`config.mk`:
```
export PLATFORM = sky130hd
export DESIGN_NAME = access_check_flat
export DESIGN_NICKNAME = d
export VERILOG_FILES = /design/src/mmu_pkg.sv /design/src/tlb_lookup_if.sv /design/src/access_check.sv /design/src/flat_wrapper.sv
export VERILOG_INCLUDE_DIRS = /design/src /design/src/src
export SDC_FILE = /design/constraint.sdc
export NUM_CORES = 1
export LEC_CHECK = 0
export BUFFER_PORTS_ARGS = -buffer_cell sky130_fd_sc_hd__buf_4
export CAP_MARGIN = 30
export CORE_AREA = 10 10 47 49
export DETAILED_ROUTE_END_ITERATION = 8
export DIE_AREA = 0 0 57 59
export GPL_TIMING_DRIVEN = 0
export PLACE_DENSITY_LB_ADDON = 0.15
export SLEW_MARGIN = 20
export SYNTH_ARGS = -nofsm -noshare
export SYNTH_HDL_FRONTEND = slang
export SYNTH_SLANG_ARGS = --single-unit
```
`constraint.sdc`:
```
create_clock -name vclk -period 1.07
set_clock_uncertainty 0.05 [all_clocks]
set_input_delay 0.107 -clock vclk [all_inputs]
set_output_delay 0.107 -clock vclk [all_outputs]
set_load 0.005 [all_outputs]
```
`src/mmu_settings.svh`:
```
/*
  Widths, sizes and address-map limits for the load/store memory unit.
  Included by the package and by every RTL file.
*/
`ifndef MMU_SETTINGS_SVH
`define MMU_SETTINGS_SVH

// Virtual address split
`define VADDR_W       39
`define PAGE_OFFSET_W 12
`define VTAG_W        27

// Physical tag, 40-bit physical address
`define PTAG_W        28
`define DID_W         3

// Page of address 2 GB, tags below are I/O space
`define UNCACHED_PTAG_LIMIT 28'h0080000

`define DWORD_W       64
`define RAM_ADDR_W    10
`define TLB_ENTRIES   8

`endif

```
`src/mmu_pkg.sv`:
```
/*
  Shared types for the load/store memory unit: memory opcodes,
  privilege modes and the leaf TLB entry.
*/
`include "mmu_settings.svh"

package mmu_pkg;

  // Loads first, then stores
  typedef enum logic [3:0] {
    e_lb  = 4'h0,
    e_lh  = 4'h1,
    e_lw  = 4'h2,
    e_ld  = 4'h3,
    e_lbu = 4'h4,
    e_lhu = 4'h5,
    e_lwu = 4'h6,
    e_sb  = 4'h8,
    e_sh  = 4'h9,
    e_sw  = 4'ha,
    e_sd  = 4'hb
  } mem_op_e;

  // RISC-V privilege encoding
  typedef enum logic [1:0] {
    e_priv_user       = 2'b00,
    e_priv_supervisor = 2'b01,
    e_priv_machine    = 2'b11
  } priv_mode_e;

  // Leaf mapping, 31 bits
  typedef struct packed {
    logic [`PTAG_W-1:0] ptag;
    logic               u;
    logic               w;
    logic               d;
  } tlb_entry_t;

endpackage

```
`src/tlb_lookup_if.sv`:
```
/*
  Registered TLB lookup result, valid the cycle after the lookup.
  Driven by the data TLB, read by the fault checker and the top level.
*/
`timescale 1ns/1ps
`include "mmu_settings.svh"

interface tlb_lookup_if
  import mmu_pkg::*;
  ();

  logic       hit;
  logic       miss;
  logic       bare;
  tlb_entry_t entry;

  modport tlb_mp (output hit, output miss, output bare, output entry);

  modport check_mp (input hit, input bare, input entry);

  modport top_mp (input hit, input miss, input entry);

endinterface

```
`src/access_check.sv`:
```
/*
  Stage-2 fault decision for the command under lookup. Page faults come
  from privilege and write permission, access faults from the domain
  bits and the uncached address map. Purely combinational.
*/
`timescale 1ns/1ps
`include "mmu_settings.svh"

module access_check
  import mmu_pkg::*;
  (
  tlb_lookup_if.check_mp lookup,
  input  logic           is_store_i,
  input  priv_mode_e     priv_mode_i,
  input  logic           mstatus_sum_i,
  input  logic           uncached_mode_i,
  output logic           load_page_fault_o,
  output logic           store_page_fault_o,
  output logic           load_access_fault_o,
  output logic           store_access_fault_o
);

  logic priv_fault;
  logic write_fault;
  logic page_fault;
  logic did_fault;
  logic mode_fault;
  logic access_fault;

  // User needs u set, supervisor needs u clear unless SUM
  assign priv_fault = ((priv_mode_i == e_priv_user) & ~lookup.entry.u)
                    | ((priv_mode_i == e_priv_supervisor) & lookup.entry.u & ~mstatus_sum_i);

  assign write_fault = is_store_i & (~lookup.entry.w | ~lookup.entry.d);

  // No permission bits to check in bare mode
  assign page_fault = lookup.hit & ~lookup.bare & (priv_fault | write_fault);

  assign did_fault  = lookup.entry.ptag[`PTAG_W-1 -: `DID_W] != '0;
  assign mode_fault = uncached_mode_i & (lookup.entry.ptag >= `UNCACHED_PTAG_LIMIT);

  // Page fault takes precedence
  assign access_fault = lookup.hit & ~page_fault & (did_fault | mode_fault);

  assign load_page_fault_o    = page_fault & ~is_store_i;
  assign store_page_fault_o   = page_fault & is_store_i;
  assign load_access_fault_o  = access_fault & ~is_store_i;
  assign store_access_fault_o = access_fault & is_store_i;

endmodule

```
`src/flat_wrapper.sv`:
```
// flat-port wrapper written by rule: the top's interface ports become plain ports
module access_check_flat import mmu_pkg::*;
  (is_store_i, priv_mode_i, mstatus_sum_i, uncached_mode_i, load_page_fault_o, store_page_fault_o, load_access_fault_o, store_access_fault_o, lookup_hit, lookup_bare, lookup_entry);
  tlb_lookup_if lookup_i ();
  input  logic is_store_i;
  input  priv_mode_e priv_mode_i;
  input  logic mstatus_sum_i;
  input  logic uncached_mode_i;
  output logic load_page_fault_o;
  output logic store_page_fault_o;
  output logic load_access_fault_o;
  output logic store_access_fault_o;
  input wire logic [$bits(lookup_i.hit)-1:0] lookup_hit;
  input wire logic [$bits(lookup_i.bare)-1:0] lookup_bare;
  input wire logic [$bits(lookup_i.entry)-1:0] lookup_entry;
  assign lookup_i.hit = lookup_hit;
  assign lookup_i.bare = lookup_bare;
  assign lookup_i.entry = lookup_entry;
  access_check u_core (.lookup(lookup_i), .is_store_i(is_store_i), .priv_mode_i(priv_mode_i), .mstatus_sum_i(mstatus_sum_i), .uncached_mode_i(uncached_mode_i), .load_page_fault_o(load_page_fault_o), .store_page_fault_o(store_page_fault_o), .load_access_fault_o(load_access_fault_o), .store_access_fault_o(store_access_fault_o));
endmodule
```
* After elaboration in Yosys (flattened, before gate mapping)
Index checks and enable logic that the tools add are counted.
Word-level totals: bits in latches 0, bits in registers 0, bits in read-only memories 0, input port bits 38, memories 0, bits in writable memories 0
Cells by class: $lt $le $gt $ge 1, bitwise operators 24, reductions and logical operators 2, muxes and demuxes 0, shift operators 0, equality and inequality tests 1, multiply operators 0, divide/modulo/power cells 0, add/subtract/negate cells 0
Operator list (number):
- $ge 28x20->1 const B | 1
- $and 1x1->1 | 13
- $not 1->1 | 7
- $or 1x1->1 | 4
- $reduce_bool 3->1 | 1
- $eq 2x1->1 const B | 1
- $logic_not 2->1 | 1

* Depth between registers and ports, before layout
depth after elaboration 10, mapped depth 3, depth with buffers taken out 3

* Worst setup path before layout
No wires, ideal clock.
path kind input -> output, start input lookup_entry[27], end output load_access_fault_o, data required time 913 ps, stages on the path 3, path slack -18 ps, data arrival time 931 ps, cell sequence or4_4 > o31ai_4 > a2111oi_1
Between the ends: word-level cells in the longest chain between the ends 5
RTL lines:
- start: declaration | line flat_wrapper.sv:15 | input wire logic [$bits(lookup_i.entry)-1:0] lookup_entry;
- $ge 28x20->1 (no line)
- $and 1x1->1 | line access_check.sv:40 | assign mode_fault = uncached_mode_i & (lookup.entry.ptag >= `UNCACHED_PTAG_LIMIT);
- $or 1x1->1 | line access_check.sv:43 | assign access_fault = lookup.hit & ~page_fault & (did_fault | mode_fault);
- $and 1x1->1 | line access_check.sv:43
- $and 1x1->1 | line access_check.sv:47 | assign load_access_fault_o = access_fault & ~is_store_i;
- end: declaration | line flat_wrapper.sv:11 | output logic load_access_fault_o;
No other way between the ends.

* Worst setup path after layout
Ends and elaborated chain as after synthesis.

==> metrics.sh <==
FINAL_DESIGN_AREA_NO_FILL_UM2=348
NETLIST-CELL-TYPE-COUNT=13
SYNTH.CELL_AREA_UM2=116
SYNTHESIS.YOSYS.WARNINGS=0
ANTENNA_VIOLATIONS_BEFORE_REPAIR=0
REPORT.FINAL.HOLD_VIOL_COUNT=0
FLOORPLAN.IO_PINS=42
DRTPASS1ITERATIONS=1
FP.DIEAREA_UM2=3360
LAYOUT-AREA-OVERHEAD-VS-SYNTH_PCT=199
POWERDENSITY_nW_PER_UM2=311
SETUP_REPAIR_AFTER_GLOBAL_ROUTING_MISSED_ITS_MARGIN='true'
INITIAL_UTILIZATION=0.0830
STATUS='finished with violations'
NUMBER_OF_GLOBAL_ROUTE_VIAS_BEFORE_REPAIR=283
YOSYSMOSTFREQUENTCELL='a211oi_1'
SYN_NETS=52
WORST_MIN_PATH_CLASS='in -> out'
GLOBALPLACE.CONGESTION=0.791
PERIOD_SHARE=1.28
FINISH.CELL_COUNT_WITHOUT_FILLERS=53
IR_DROP_mV=0.0790
GRT_REMAINING_OVERFLOW=0
POST_DP_CELL_AREA_UM2=309
FINAL-SEQ-AREA_UM2=0
SETUP_WS_NS=-0.299
MAX_CLOCK_FREQ_MHz=730
SYNTH_TOP_AREA_FRAC=0.183
DIE-HEIGHT_UM=59
WIRELENGTH_UM=780
CP-END-KIND='primary output'
CLOCK_BUFFER_COUNT=0
NETS=77
ANTENNA_CELLS=0
CP_DATA_ARRIVAL_TIME_NS=1.21
WIRE_LENGTH_OF_THE_FIRST_GLOBAL_ROUTING_PASS_UM=1270
CHIP_WIDTH_UM=57
VIAS_PER_CELL=4.21
WORST_HOLD_SLACK_NS=0.438
ANTENNA_LEFT=0
CRIT_PATH_REQUIRED_TIME_NS=0.91
GRT_START_MAX_NET_PINS=6
DPL.CELL_COUNT=53
PERIOD_NEEDED_NS=1.37
FAILING_CHECKS='negative setup slack'
CTS_HOLD_REPAIR.BUFFERS=0
SYNTH-SEQ-AREA-SHARE=0
TIMING_WORST_SLEW_PIN_VALUE_NS=0.341
DRT_ITER0_DRC=0
GRT_UTIL_ALL_LAYERS=0.0448
SYN_INST=14
WORSTPATHMAXFANOUT=2
POSTSYNTHAREAPERCELL_UM2=8.31
NUM_ROWS=14
MAX_CAP_VIOL=0
DESIGN.SEQ.COUNT=0
PORT-BUFFER-COUNT=23
SHARE_OF_LAYOUT_CELLS_ABOVE_DRIVE_STRENGTH_1=0.811
AVERAGE_WIRE_LENGTH_PER_CELL_AFTER_DETAIL_ROUTING_UM=14.7
P_LEAK_nW=0.151
CRITPATHLAUNCHTYPE='input port'
SYNTH_AREA_LEADERS='o31ai_4 (18%), a211oi_1 (13%), nand4bb_1 (9.7%), or4_4 (9.7%), a2111oi_1 (8.6%)'
DRCVIOLATIONCOUNT=0
FINALSETUPVIOLATIONS=4
VIAS=223
CORE-AREA_UM2=1400
YOSYS.AREA.TOP_TYPE='o31ai_4'
CRITICALPATHCATEGORY='in -> out'
SLEW_HEADROOM=0.772
FINAL-MAX-SLEW-VIOLATION-COUNT=0
metrics by stage:
step | util | TNS [ns] | worst slack (ns) | power (mW)
CTS | 0.244 | -0.779 | -0.311 | 0.107
detailed placement | 0.221 | -0.938 | -0.306 | 0.0953
global route | 0.248 | -0.944 | -0.357 | 0.120
floorplan | - | -0.0299 | -0.0185 | 0.0231
finish | 0.248 | -0.773 | -0.299 | 0.108
global placement | 0.221 | -0.944 | -0.310 | 0.0935
cell type report:
type	instances	area, um2
well taps	16	20.0
inverters	1	3.75
multi-input cells	13	140
repair buffers	23	184
fillers	171	1050
layout by cell type, fill, tap and decap left out:
cell type	count
buf_4	20
or3_4	1
nand4bb_1	1
a31oi_4	1
nand2b_1	1
a211oi_1	1
nand2_1	1
a21bo_2	1
a2111oi_1	1
and2_4	1
nor3_1	1
o31ai_4	1
a211oi_2	1
buf_6	3
or4_4	1
inv_1	1
report_power, final:
part	internal, mW	switching [mW]
combinational	0.0723	0.0357
sequential	0	0
clock	0	0
worst max-delay path, stage by stage:
cell and delay, ns:
buf_4 0.11, or4_4 0.54, o31ai_4 0.19, a2111oi_1 0.11, buf_4 0.16
final timing paths:
kind	from	end	cells after the start
setup / recovery	lookup_entry[27]	load_access_fault_o	5
hold / removal	is_store_i	load_page_fault_o	3
kinds of logic (layout without fill, tap and decap cells):
family,after synthesis,in the layout,synth area share
compound gates,6,6,0.538
buf+inv,1,24,0.0322
simple gates,7,7,0.430
metal layers:
metal	up-vias	GRT usage	share of wire
li1	105	-	-
met1	94	0.0555	0.45
met2	24	0.0713	0.40
met3	0	0.0236	0.15
met4	0	0	0
met5	-	0	0
what timing repair did:
| action | in CTS | in global routing |
|---|---|---|
| setup buffers | 0 | 0 |
| gates resized for setup | 6 | 2 |
| gates cloned | 0 | 0 |
| pin swaps | 4 | 3 |
| endpoints found under the setup margin | 4 | 4 |
Power figures use the tool's default switching activity.
