--- src/mmu_settings.svh ---
/*
  Widths, sizes and address-map limits for the load/store memory unit.
  Included by the package and by every RTL file.
*/
`ifndef MMU_SETTINGS_SVH
`define MMU_SETTINGS_SVH

// Virtual address split
`define VADDR_W       39
`define PAGE_OFFSET_W 12
`define VTAG_W        27

// Physical tag, 40-bit physical address
`define PTAG_W        28
`define DID_W         3

// Page of address 2 GB, tags below are I/O space
`define UNCACHED_PTAG_LIMIT 28'h0080000

`define DWORD_W       64
`define RAM_ADDR_W    10
`define TLB_ENTRIES   8

`endif

--- src/mmu_pkg.sv ---
/*
  Shared types for the load/store memory unit: memory opcodes,
  privilege modes and the leaf TLB entry.
*/
`include "mmu_settings.svh"

package mmu_pkg;

  // Loads first, then stores
  typedef enum logic [3:0] {
    e_lb  = 4'h0,
    e_lh  = 4'h1,
    e_lw  = 4'h2,
    e_ld  = 4'h3,
    e_lbu = 4'h4,
    e_lhu = 4'h5,
    e_lwu = 4'h6,
    e_sb  = 4'h8,
    e_sh  = 4'h9,
    e_sw  = 4'ha,
    e_sd  = 4'hb
  } mem_op_e;

  // RISC-V privilege encoding
  typedef enum logic [1:0] {
    e_priv_user       = 2'b00,
    e_priv_supervisor = 2'b01,
    e_priv_machine    = 2'b11
  } priv_mode_e;

  // Leaf mapping, 31 bits
  typedef struct packed {
    logic [`PTAG_W-1:0] ptag;
    logic               u;
    logic               w;
    logic               d;
  } tlb_entry_t;

endpackage

--- src/tlb_lookup_if.sv ---
/*
  Registered TLB lookup result, valid the cycle after the lookup.
  Driven by the data TLB, read by the fault checker and the top level.
*/
`timescale 1ns/1ps
`include "mmu_settings.svh"

interface tlb_lookup_if
  import mmu_pkg::*;
  ();

  logic       hit;
  logic       miss;
  logic       bare;
  tlb_entry_t entry;

  modport tlb_mp (output hit, output miss, output bare, output entry);

  modport check_mp (input hit, input bare, input entry);

  modport top_mp (input hit, input miss, input entry);

endinterface

--- src/dtlb.sv ---
/*
  Fully associative data TLB. One lookup per cycle with its result
  registered into the lookup interface; fills land on a matching entry
  or a round-robin victim. With translation off the tag passes through.
*/
`timescale 1ns/1ps
`include "mmu_settings.svh"

module dtlb
  import mmu_pkg::*;
  (
  input  logic                clk_i,
  input  logic                reset_i,
  input  logic                translation_en_i,
  input  logic                lookup_v_i,
  input  logic [`VTAG_W-1:0]  lookup_vtag_i,
  input  logic                fill_v_i,
  input  logic [`VTAG_W-1:0]  fill_vtag_i,
  input  tlb_entry_t          fill_entry_i,
  input  logic                flush_i,
  tlb_lookup_if.tlb_mp        lookup
);

  localparam int IDX_W = $clog2(`TLB_ENTRIES);

  logic [`TLB_ENTRIES-1:0] valid_r;
  logic [`VTAG_W-1:0]      vtag_r [`TLB_ENTRIES];
  tlb_entry_t              entry_r [`TLB_ENTRIES];
  logic [IDX_W-1:0]        victim_r;

  logic [`TLB_ENTRIES-1:0] lookup_match;
  logic [`TLB_ENTRIES-1:0] fill_match;
  logic [IDX_W-1:0]        hit_idx;
  logic [IDX_W-1:0]        fill_idx;
  tlb_entry_t              bare_entry;

  // Tag compare and index select, lowest entry wins
  always_comb begin
    hit_idx  = '0;
    fill_idx = victim_r;
    for (int i = 0; i < `TLB_ENTRIES; i++) begin
      lookup_match[i] = valid_r[i] & (vtag_r[i] == lookup_vtag_i);
      fill_match[i]   = valid_r[i] & (vtag_r[i] == fill_vtag_i);
    end
    for (int i = `TLB_ENTRIES - 1; i >= 0; i--) begin
      if (lookup_match[i]) begin
        hit_idx = IDX_W'(i);
      end
      if (fill_match[i]) begin
        fill_idx = IDX_W'(i);
      end
    end
  end

  // Translation off: physical tag is the virtual tag
  assign bare_entry = '{ptag: `PTAG_W'(lookup_vtag_i), u: 1'b0, w: 1'b1, d: 1'b1};

  // Valid bits and victim pointer, flush beats fill
  always_ff @(posedge clk_i) begin
    if (reset_i || flush_i) begin
      valid_r  <= '0;
      victim_r <= '0;
    end else if (fill_v_i) begin
      valid_r[fill_idx] <= 1'b1;
      if (~|fill_match) begin
        victim_r <= (victim_r == IDX_W'(`TLB_ENTRIES - 1)) ? '0 : victim_r + 1'b1;
      end
    end
  end

  always_ff @(posedge clk_i) begin
    if (fill_v_i && !flush_i) begin
      vtag_r[fill_idx]  <= fill_vtag_i;
      entry_r[fill_idx] <= fill_entry_i;
    end
  end

  // Lookup result for stage 2
  always_ff @(posedge clk_i) begin
    if (reset_i) begin
      lookup.hit  <= 1'b0;
      lookup.miss <= 1'b0;
      lookup.bare <= 1'b0;
    end else begin
      lookup.hit  <= lookup_v_i & (~translation_en_i | (|lookup_match));
      lookup.miss <= lookup_v_i & translation_en_i & ~(|lookup_match);
      lookup.bare <= lookup_v_i & ~translation_en_i;
    end
  end

  always_ff @(posedge clk_i) begin
    if (lookup_v_i) begin
      lookup.entry <= translation_en_i ? entry_r[hit_idx] : bare_entry;
    end
  end

endmodule

--- src/flat_wrapper.sv ---
// flat-port wrapper written by rule: the top's interface ports become plain ports
module dtlb_flat import mmu_pkg::*;
  (clk_i, reset_i, translation_en_i, lookup_v_i, lookup_vtag_i, fill_v_i, fill_vtag_i, fill_entry_i, flush_i, lookup_hit, lookup_miss, lookup_bare, lookup_entry);
  tlb_lookup_if lookup_i ();
  input  logic clk_i;
  input  logic reset_i;
  input  logic translation_en_i;
  input  logic lookup_v_i;
  input  logic [`VTAG_W-1:0] lookup_vtag_i;
  input  logic fill_v_i;
  input  logic [`VTAG_W-1:0] fill_vtag_i;
  input  tlb_entry_t fill_entry_i;
  input  logic flush_i;
  output wire logic [$bits(lookup_i.hit)-1:0] lookup_hit;
  output wire logic [$bits(lookup_i.miss)-1:0] lookup_miss;
  output wire logic [$bits(lookup_i.bare)-1:0] lookup_bare;
  output wire logic [$bits(lookup_i.entry)-1:0] lookup_entry;
  assign lookup_hit = lookup_i.hit;
  assign lookup_miss = lookup_i.miss;
  assign lookup_bare = lookup_i.bare;
  assign lookup_entry = lookup_i.entry;
  dtlb u_core (.clk_i(clk_i), .reset_i(reset_i), .translation_en_i(translation_en_i), .lookup_v_i(lookup_v_i), .lookup_vtag_i(lookup_vtag_i), .fill_v_i(fill_v_i), .fill_vtag_i(fill_vtag_i), .fill_entry_i(fill_entry_i), .flush_i(flush_i), .lookup(lookup_i));
endmodule
--- config.mk ---
export PLATFORM = sky130hd
export DESIGN_NAME = dtlb_flat
export DESIGN_NICKNAME = d
export VERILOG_FILES = /design/src/mmu_pkg.sv /design/src/tlb_lookup_if.sv /design/src/dtlb.sv /design/src/flat_wrapper.sv
export VERILOG_INCLUDE_DIRS = /design/src /design/src/src
export SDC_FILE = /design/constraint.sdc
export NUM_CORES = 1
export LEC_CHECK = 0
export ABC_CLOCK_PERIOD_IN_PS = 6970
export BUFFER_PORTS_ARGS = -buffer_cell sky130_fd_sc_hd__buf_2
export CORE_MARGIN = 2
export CORE_UTILIZATION = 57
export DETAILED_ROUTE_END_ITERATION = 16
export PLACE_DENSITY = 0.75
export REMOVE_ABC_BUFFERS = 1
export SYNTH_ARGS = -nofsm -noshare
export SYNTH_HDL_FRONTEND = slang
export SYNTH_SLANG_ARGS = --single-unit
export TNS_END_PERCENT = 10
--- constraint.sdc ---
create_clock -name clk_i -period 6.97 [get_ports clk_i]
set_clock_uncertainty 0.1 [all_clocks]
set_input_delay 1.394 -clock clk_i [delete_from_list [all_inputs] [get_ports clk_i]]
set_output_delay 1.394 -clock clk_i [all_outputs]
set_load 0.005 [all_outputs]
* Word-level counts from Yosys, hierarchy flattened
Memories as Yosys holds them, arrays and structs flattened. Cells that the tools add are included.
Cells by class: reduce and logical (&&, ||, !) cells 7, mux-type cells 22, div/mod/pow operators 0, order comparisons 2, multiply operators 0, shifts and indexed selects 0, bitwise logic cells 25, equal/unequal tests 17, add/sub/neg operators 1
Operators by type and width (number):
- 27-bit equality test | 16
- 3-bit two-way mux | 17
- 30-bit two-way mux | 1
- 1-bit AND | 20
- 8-bit OR reduction | 2
- 8-bit OR | 1
- 3-bit by 4-bit less-than comparator with 1-bit output (second input constant) | 1
- 3-bit by 1-bit adder with 3-bit output (second input constant) | 1
- 1-bit demux with 3-bit select | 1
- 3-bit equality test (second input constant) | 1
- 3-bit by 1-bit greater-or-equal comparator with 1-bit output (second input constant) | 1
- 1-bit two-way mux | 3
- 1-bit inverter | 3
- 1-bit logical AND | 2
- 2-bit AND reduction | 1
- 1-bit zero test | 1
- 1-bit logical OR | 1
- 1-bit OR | 1
Storage, ports and cells: bits in latches 0, memories kept 2, register bits after elaboration 45, bits of input ports 91, memory bits (writable) 464, memory bits (read-only) 0
Memories:
- u_core.entry_r | depth 8, width 31, rd ports 1, clocked after Yosys merged registers in 0, write ports 1, line dtlb.sv:28 | tlb_entry_t entry_r [`TLB_ENTRIES];
- u_core.vtag_r | depth 8, width 27, rd ports 8, clocked after Yosys merged registers in 0, write ports 1, line dtlb.sv:27 | logic [`VTAG_W-1:0] vtag_r [`TLB_ENTRIES];

* Longest topological paths before layout
Gate-level depths: netlist (run 1). An unclocked memory read counts as a cell.
depth after elaboration 16, mapped depth 12

* Worst setup path before layout (run 1)
Ideal clock, no wire load.
kind input to register, from input fill_vtag_i[13], to memory u_core.entry_r[1][0] (netlist name), enable pin, library setup time 474 ps, stages 10, path slack 567 ps, path buffers 1, arrival time 5829 ps, path through clkbuf_1 -> xnor2_1 -> o2111ai_1 -> or4_1 -> nor4_1 -> or2_2 -> or2_2 -> o21a_1 -> nand2b_1 -> nor2_1
On the way: word-level cells in the longest chain between the ends 10, elaborated cells between the ends (all ways) 24
Ends and longest elaborated chain:
- start: declaration | line flat_wrapper.sv:11 | input logic [`VTAG_W-1:0] fill_vtag_i;
- 27-bit equality test | line dtlb.sv:43 | fill_match[i] = valid_r[i] & (vtag_r[i] == fill_vtag_i);
- 1-bit AND | line dtlb.sv:43
- 3-bit two-way mux (7 in a row) | line dtlb.sv:49 | if (fill_match[i]) begin
- 3-bit two-way mux * | line dtlb.sv:49
- end: declaration | line dtlb.sv:28
Mark *: on every way between the ends. The rest lies on a longest branch, timed or not.

* Worst setup path in the final report (run 1)
from input fill_vtag_i[25], to memory u_core.entry_r[3][10] (netlist name), enable pin
The elaborated chain is that of the path after synthesis.

==> flow_metrics.py, run 1 <==
metrics = {
    "status": {
        "outcome": "completed",
    },
    "pwr": {
        "seqPwrFrac": 0.521,
        "p_sw_frac": 0.225,
        "p_int_mw": 5.07,
        "clockPowerShare": 0.409,
        "p_sw_mw": 1.47,
        "p_per_area_mw_per_mm2": 247,
        "p_comb_frac": 0.070,
        "max-vdd-ir-drop_mv": 0.251,
        "power_leakage_nw": 8.55,
    },
    "worst_setup_path": {
        "path_buf_inv": 2,
        "endpoint_kind": "flop",
        "start_kind": "input pin",
        "crit_end": "u_core.entry_r[3][10]",
        "critPathRequiredTime_ns": 7.09,
        "crit_path_start": "fill_vtag_i[25]",
        "ff2ff_path_depth": 10,
        "worstSetupPathDepth": 11,
        "r2r-start": "u_core.vtag_r[7][24]",
        "setup.worst_path.class": "input pin to flop",
        "cp_cell_sequence": "buf_2 -> xnor2_1 -> nand4_1 -> nor4_1 -> nand4_1 -> a221oi_1 -> o21ai_0 -> a21oi_1 -> nand2_1 -> nor2_4 -> buf_4",
        "worst_path_dominant_cell_family": "simple AND/OR/NAND/NOR gates",
        "r2r_end": "u_core.entry_r[3][10]",
        "worstPathMaxFanout": 29,
        "cpMaxStageDelayCell": "a21oi_1",
        "worstPathArrival_ns": 4.93,
        "r2r_setup_slack_ns": 2.97,
        "cpMostUsedCell": "nand4_1",
        "cpPeakStageDelay_ns": 0.53,
    },
    "die": {
        "fp.dieH_um": 207,
        "row_count": 74,
        "ioPinCount": 125,
        "initial_utilization": 0.576,
        "coreArea_mm2": 0.0408,
        "die_w_um": 207,
        "die_area_mm2": 0.0429,
    },
    "synth": {
        "synthCells": 1602,
        "yosysMostFrequentCell": "edfxtp_1",
        "synth_edf_count": 495,
        "async_reset_ff_frac": 0,
        "yosysTopAreaCell": "edfxtp_1",
        "ys_top_cells_by_area": "edfxtp_1 (63%), xnor2_1 (9.7%), xor2_1 (6.3%), nand4_1 (2.9%), mux2_2 (2.3%)",
        "synthDistinctLibCells": 60,
        "synth_top_area_frac": 0.631,
        "yosys.area_share.simple": 0.0849,
        "yosys.area_share.adder": 0.00106,
        "synth.cell_area_mm2": 0.0235,
        "synth_seq_cells": 509,
        "ys_seq_area_frac": 0.643,
        "ys_warn_count": 0,
        "synth_top_family_by_area": "XOR/XNOR gates",
        "synth_xor_area_frac": 0.160,
        "ys.flop_type": "edfxtp_1",
        "avgSynthCellArea_um2": 14.7,
        "synth-compound-area-share": 0.0436,
        "synthTopCellsByCount": "edfxtp_1 (495), xnor2_1 (260), xor2_1 (170), nand4_1 (109), nor4_1 (71)",
        "synthMuxAreaShare": 0.0479,
    },
    "job": {
        "maxCapViolations": 0,
    },
    "detailed_routing": {
        "ant_nets": 0,
        "drt_iter0_drc": 1936,
        "via_per_inst": 6.62,
        "dr.pass1.iters": 8,
        "finalWirelength_um": 71400,
        "num_vias": 15270,
        "post-route-drc-count": 0,
        "wl_per_cell_um": 31.0,
    },
    "sta": {
        "fin_crit_ns": 4.81,
        "hold_viol_final": 0,
        "worstMarginPinSlew_ns": 1.19,
        "fin_ws_ns": 2.16,
        "timing.final.max_slew_violations": 0,
        "relSlewSlack": 0.204,
        "max_freq_ghz": 0.208,
        "setup_viol": 0,
        "finalSetupTns_ns": 0,
        "period_share": 0.690,
        "rsz0062_at_grt": "false",
    },
    "hold_path": {
        "min_path_type": "flop to flop",
    },
    "clocking": {
        "clock_path_buffers": 3,
        "cts-htree-levels": 2,
        "cts_setup_buffers": 0,
        "post_cts_resized": 0,
        "clkTransAtPathRegs_ns": 0.05,
        "cts_buffers": 51,
        "clk_latency_ns": 0.60,
        "cts_tree": "yes",
        "hold_buffers": 0,
        "cts.sinks": 509,
        "cts_root_buf": "clkbuf_16",
    },
    "final_layout": {
        "area_growth_pct": 12.6,
        "layout.nets": 1830,
        "num_antenna_cells": 0,
        "fin_util": 0.649,
        "drive_above_1_share": 0.175,
    },
    "placed_design": {
        "dp_slack_ns": 1.67,
        "gp_congestion": 0.942,
        "dpl.hpwl_um": 44400,
        "portBuffers": 124,
    },
    "global_routing": {
        "overflow": 0,
        "grt_max_degree": 59,
        "antenna_found_initial": 1,
        "grtUsageTotal": 0.331,
        "grt_pass1_wl_um": 102000,
        "grt_pass1_vias": 15085,
    },
}
==> power by group through the flow <==
stage | Clock [mW] | Combinational [mW] | Sequential (mW)
6_report | 2.67 | 0.457 | 3.41
5_1_grt | 2.81 | 0.476 | 3.41
4_1_cts | 2.70 | 0.446 | 3.41
3_5_place_dp | 0 | 0.443 | 3.48
3_3_place_gp | 0 | 0.440 | 3.48
2_1_floorplan | 0 | 0.181 | 3.48
==> state kept, by name, indices dropped and copies added, names as in the netlist <==
register and count:
u_core.entry_r 248, u_core.lookup.bare 1, u_core.lookup.entry 31, u_core.lookup.hit 1, u_core.lookup.miss 1, u_core.valid_r 8, u_core.victim_r 3, u_core.vtag_r 216
==> worst reg2reg max path: cells and delay by family (launching register included) <==
kind / cells / cell delay (ns)
and+or+nand+nor: 5 / 1.29
AOI/OAI and AO/OA: 3 / 1.05
DFF: 1 / 0.45
buffers and inverters: 1 / 0.44
xor gates and xnor gates: 1 / 0.24
==> logic make-up after synthesis <==
logic type / after synthesis
flip-flops: 509
XOR/XNOR: 430
AND/OR/NAND/NOR: 334
AO/OA/AOI/OAI: 132
multiplexers: 100
buffers and inverters: 95
adder cells (fa/ha/maj): 2
==> layout make-up <==
class / count / area, um2
well taps: 532 / 666
fillers: 2946 / 14300
clock buffers: 66 / 1380
repair buffers: 164 / 983
clock inverters: 25 / 230
flip-flops and latches: 509 / 15100
multi-input cells: 998 / 8050
inverters: 13 / 48.8
==> metal layers <==
layer / global-route usage / up-vias / part of all wire
met3: 0.0619 / 183 / 0.11
met4: 0.154 / 0 / 0.046
li1: - / 6420 / -
met5: 0 / - / 0
met1: 0.457 / 7662 / 0.39
met2: 0.512 / 1005 / 0.45
==> through the flow <==
stage / total power, mW / cells / area, um2 / hold slack [ns]
after global routing: 6.70 / 2307 / 26500 / 0.428
final: 6.54 / 2307 / 26500 / 0.415
after floorplan: 3.66 / 1520 / 23100 / 0.349
after detailed placement: 3.92 / 2216 / 24900 / 0.400
after CTS: 6.56 / 2307 / 26500 / 0.409
after global placement: 3.92 / 2216 / 24900 / 0.398
==> placed cells by master (no fill, tap or decap), types with 8 or more instances in the layout <==
cell type  instances
clkinv_1          10
xnor2_1          260
nand4_1          109
clkinv_2           9
o221ai_1          24
xor2_1           170
nand2_1           20
nor4b_1           10
mux2_2            49
buf_4             35
clkbuf_16         53
mux2i_1           22
buf_2            124
o21ai_1           27
nand4bb_1          9
a222oi_1          24
nor4_1            71
clkbuf_1          13
nor2_4             8
nor2_1            51
nor3_1            10
dfxtp_1           14
mux2_4             8
inv_1             13
edfxtp_1         495
mux2_1            21
==> worst min-delay path by stage <==
stage | from | to | cells past startpoint | slack, ns
final | u_core.valid_r[4] | u_core.valid_r[4] | 2 | 0.41
after global routing | u_core.valid_r[4] | u_core.valid_r[4] | 2 | 0.43
after CTS | u_core.valid_r[4] | u_core.valid_r[4] | 2 | 0.41
after detailed placement | u_core.valid_r[4] | u_core.valid_r[4] | 2 | 0.40
after global placement | u_core.valid_r[4] | u_core.valid_r[4] | 2 | 0.40
after floorplan | u_core.valid_r[4] | u_core.valid_r[4] | 2 | 0.35
No activity file was read; power rests on OpenSTA's default activity.
==> run 2: changes to the inputs <==
ABC_CLOCK_PERIOD_IN_PS = 4900   (was 6970)
clock period = 4.9 ns   (was 6.97 ns; I/O delays follow)
==> run 2 against run 1 <==
Net effect:
- sequential power is 43% higher
- largest power group unchanged
- worst setup slack worse by 1.3 ns
- critical path type unchanged
- via count rose by 2.4%
- worst hold slack gained 0.023 ns
- core utilization up 2.6 points
- sequential share of layout area down 2.2 points
- count of clock-buffer cells in the layout up 2
- first-iteration DRC count is 4.2% higher
==> flow_metrics.py, run 2 (synthesized netlist as in run 1, its figures left out) <==
metrics = {
    "status": {
        "outcome": "completed",
    },
    "worst_setup_path": {
        "r2r_setup_slack_ns": 1.08,
        "start_kind": "input pin",
        "cpPeakStageDelay_ns": 0.53,
        "path_buf_inv": 2,
        "ff2ff_path_depth": 10,
        "endpoint_kind": "flop",
        "r2r-start": "u_core.vtag_r[7][12]",
        "cpMaxStageDelayCell": "or4_1",
        "critPathRequiredTime_ns": 5.13,
        "worst_path_dominant_cell_family": "compound AO/OA/AOI/OAI gates",
        "worstPathMaxFanout": 9,
        "setup.worst_path.class": "input pin to flop",
        "r2r_end": "u_core.lookup.entry[19]",
        "cp_cell_sequence": "buf_2 -> xnor2_1 -> nand4_1 -> or4_1 -> or2_1 -> a211oi_2 -> o211ai_4 -> buf_4 -> mux2_2 -> a222oi_1 -> o21ai_1",
        "worstPathArrival_ns": 4.27,
    },
    "sta": {
        "fin_crit_ns": 4.04,
        "max_freq_ghz": 0.247,
        "period_share": 0.825,
        "hold_ws_ns": 0.437,
        "hold_viol_final": 0,
        "worstMarginPinSlew_ns": 1.04,
        "rsz0062_at_grt": "false",
        "relSlewSlack": 0.308,
        "setup_viol": 0,
        "timing.final.max_slew_violations": 0,
        "finalSetupTns_ns": 0,
    },
    "pwr": {
        "power_leakage_nw": 9.12,
        "seqPwrFrac": 0.518,
        "p_int_mw": 7.20,
        "p_sw_frac": 0.233,
        "p_sw_mw": 2.18,
        "p_comb_frac": 0.075,
        "p_per_area_mw_per_mm2": 340,
        "max-vdd-ir-drop_mv": 0.362,
        "clockPowerShare": 0.408,
    },
    "global_routing": {
        "grtUsageTotal": 0.351,
        "grt_max_degree": 35,
        "overflow": 0,
        "antenna_found_initial": 2,
        "grt_pass1_vias": 15625,
        "grt_pass1_wl_um": 109000,
    },
    "detailed_routing": {
        "wl_met2_um": 35200,
        "drt_iter0_drc": 2018,
        "via_per_inst": 6.49,
        "wl_per_cell_um": 31.4,
        "finalWirelength_um": 75800,
        "ant_nets": 0,
        "dr.pass1.iters": 8,
        "wl_met3_um": 7360,
        "wl_met1_um": 29900,
        "post-route-drc-count": 0,
        "num_vias": 15632,
        "highest_layer": "met4",
    },
    "clocking": {
        "cts-htree-levels": 2,
        "clk_latency_ns": 0.61,
        "cts_buffers": 52,
        "clock_path_buffers": 3,
        "cts.sinks": 509,
        "clkTransAtPathRegs_ns": 0.06,
        "post_cts_resized": 0,
        "cts_tree": "yes",
        "hold_buffers": 0,
        "cts_setup_buffers": 0,
        "cts_root_buf": "clkbuf_16",
    },
    "die": {
        "initial_utilization": 0.576,
        "coreArea_mm2": 0.0408,
        "fp.dieH_um": 207,
        "row_count": 74,
        "die_area_mm2": 0.0429,
        "ioPinCount": 125,
        "die_w_um": 207,
    },
    "hold_path": {
        "min_path_type": "flop to flop",
        "hp-start": "u_core.victim_r[2]",
        "min_to": "u_core.victim_r[2]",
        "min_path_cells": 2,
    },
    "placed_design": {
        "portBuffers": 124,
        "gp_congestion": 0.967,
        "dpl.hpwl_um": 52000,
    },
    "final_layout": {
        "largest_reg_flops": 248,
        "layout_common_cells": "edfxtp_1 (495), xnor2_1 (260), xor2_1 (170)",
        "num_antenna_cells": 0,
        "drive_above_1_share": 0.220,
        "largest-register": "u_core.entry_r",
        "layout_commonest_cell": "edfxtp_1",
        "area_growth_pct": 17.1,
        "reg.largest.list": "u_core.entry_r x248, u_core.vtag_r x216, u_core.lookup.entry x31",
        "layout.nets": 1929,
    },
    "job": {
        "maxCapViolations": 0,
    },
}
-- run 2: through the flow --
step	power, mW	setup WS [ns]	cells	area (um2)	util
6_report	9.38	0.855	2410	27600	0.675
5_1_grt	9.60	0.666	2410	27600	0.675
4_1_cts	9.39	0.877	2410	27600	0.675
3_5_place_dp	5.63	0.259	2314	26000	0.636
3_3_place_gp	5.63	0.308	2314	26000	0.636
2_1_floorplan	5.20	-0.694	1520	23100	-
-- run 2: routing by layer --
| metal | vias to the layer above | track usage |
|---|---|---|
| met4 | 0 | 0.146 |
| li1 | 6628 | - |
| met1 | 7878 | 0.479 |
| met2 | 951 | 0.558 |
| met3 | 175 | 0.0688 |
| met5 | - | 0 |
-- run 2: power groups by stage --
stage / Sequential, mW / Combinational (mW) / Clock [mW]
after floorplan: 4.95 / 0.258 / 0
after global placement: 4.95 / 0.683 / 0
after detailed placement: 4.95 / 0.685 / 0
after CTS: 4.86 / 0.688 / 3.85
after global routing: 4.86 / 0.730 / 4.01
final: 4.86 / 0.700 / 3.82
-- run 2: cell type report --
| class | count | area [um2] |
|---|---|---|
| Clock buffer | 68 | 1400 |
| Clock inverter | 28 | 219 |
| Fill cell | 2864 | 13300 |
| Inverter | 13 | 48.8 |
| Multi-Input combinational cell | 998 | 8050 |
| Sequential cell | 509 | 15100 |
| Tap cell | 532 | 666 |
| Timing Repair Buffer | 262 | 2040 |
-- run 2: worst max path at each step --
stage,start,to,slack (ns),cells past startpoint
after floorplan,fill_vtag_i[13],u_core.entry_r[1][0],-0.69,9
after CTS,lookup_vtag_i[12],u_core.lookup.entry[19],0.88,12
final,lookup_vtag_i[17],u_core.lookup.entry[19],0.86,11
after global routing,lookup_vtag_i[12],u_core.lookup.entry[19],0.67,12
after detailed placement,lookup_vtag_i[12],u_core.lookup.entry[19],0.26,12
after global placement,lookup_vtag_i[12],u_core.lookup.entry[19],0.31,11
-- run 2: worst reg2reg max path: stages (launching register included) --
cell	delay, ns
edfxtp_1	0.43
xnor2_1	0.39
nand4_1	0.14
or4_1	0.56
or2_1	0.24
a211oi_2	0.30
o211ai_4	0.25
buf_4	0.25
mux2_2	0.27
a222oi_1	0.48
o21ai_1	0.12
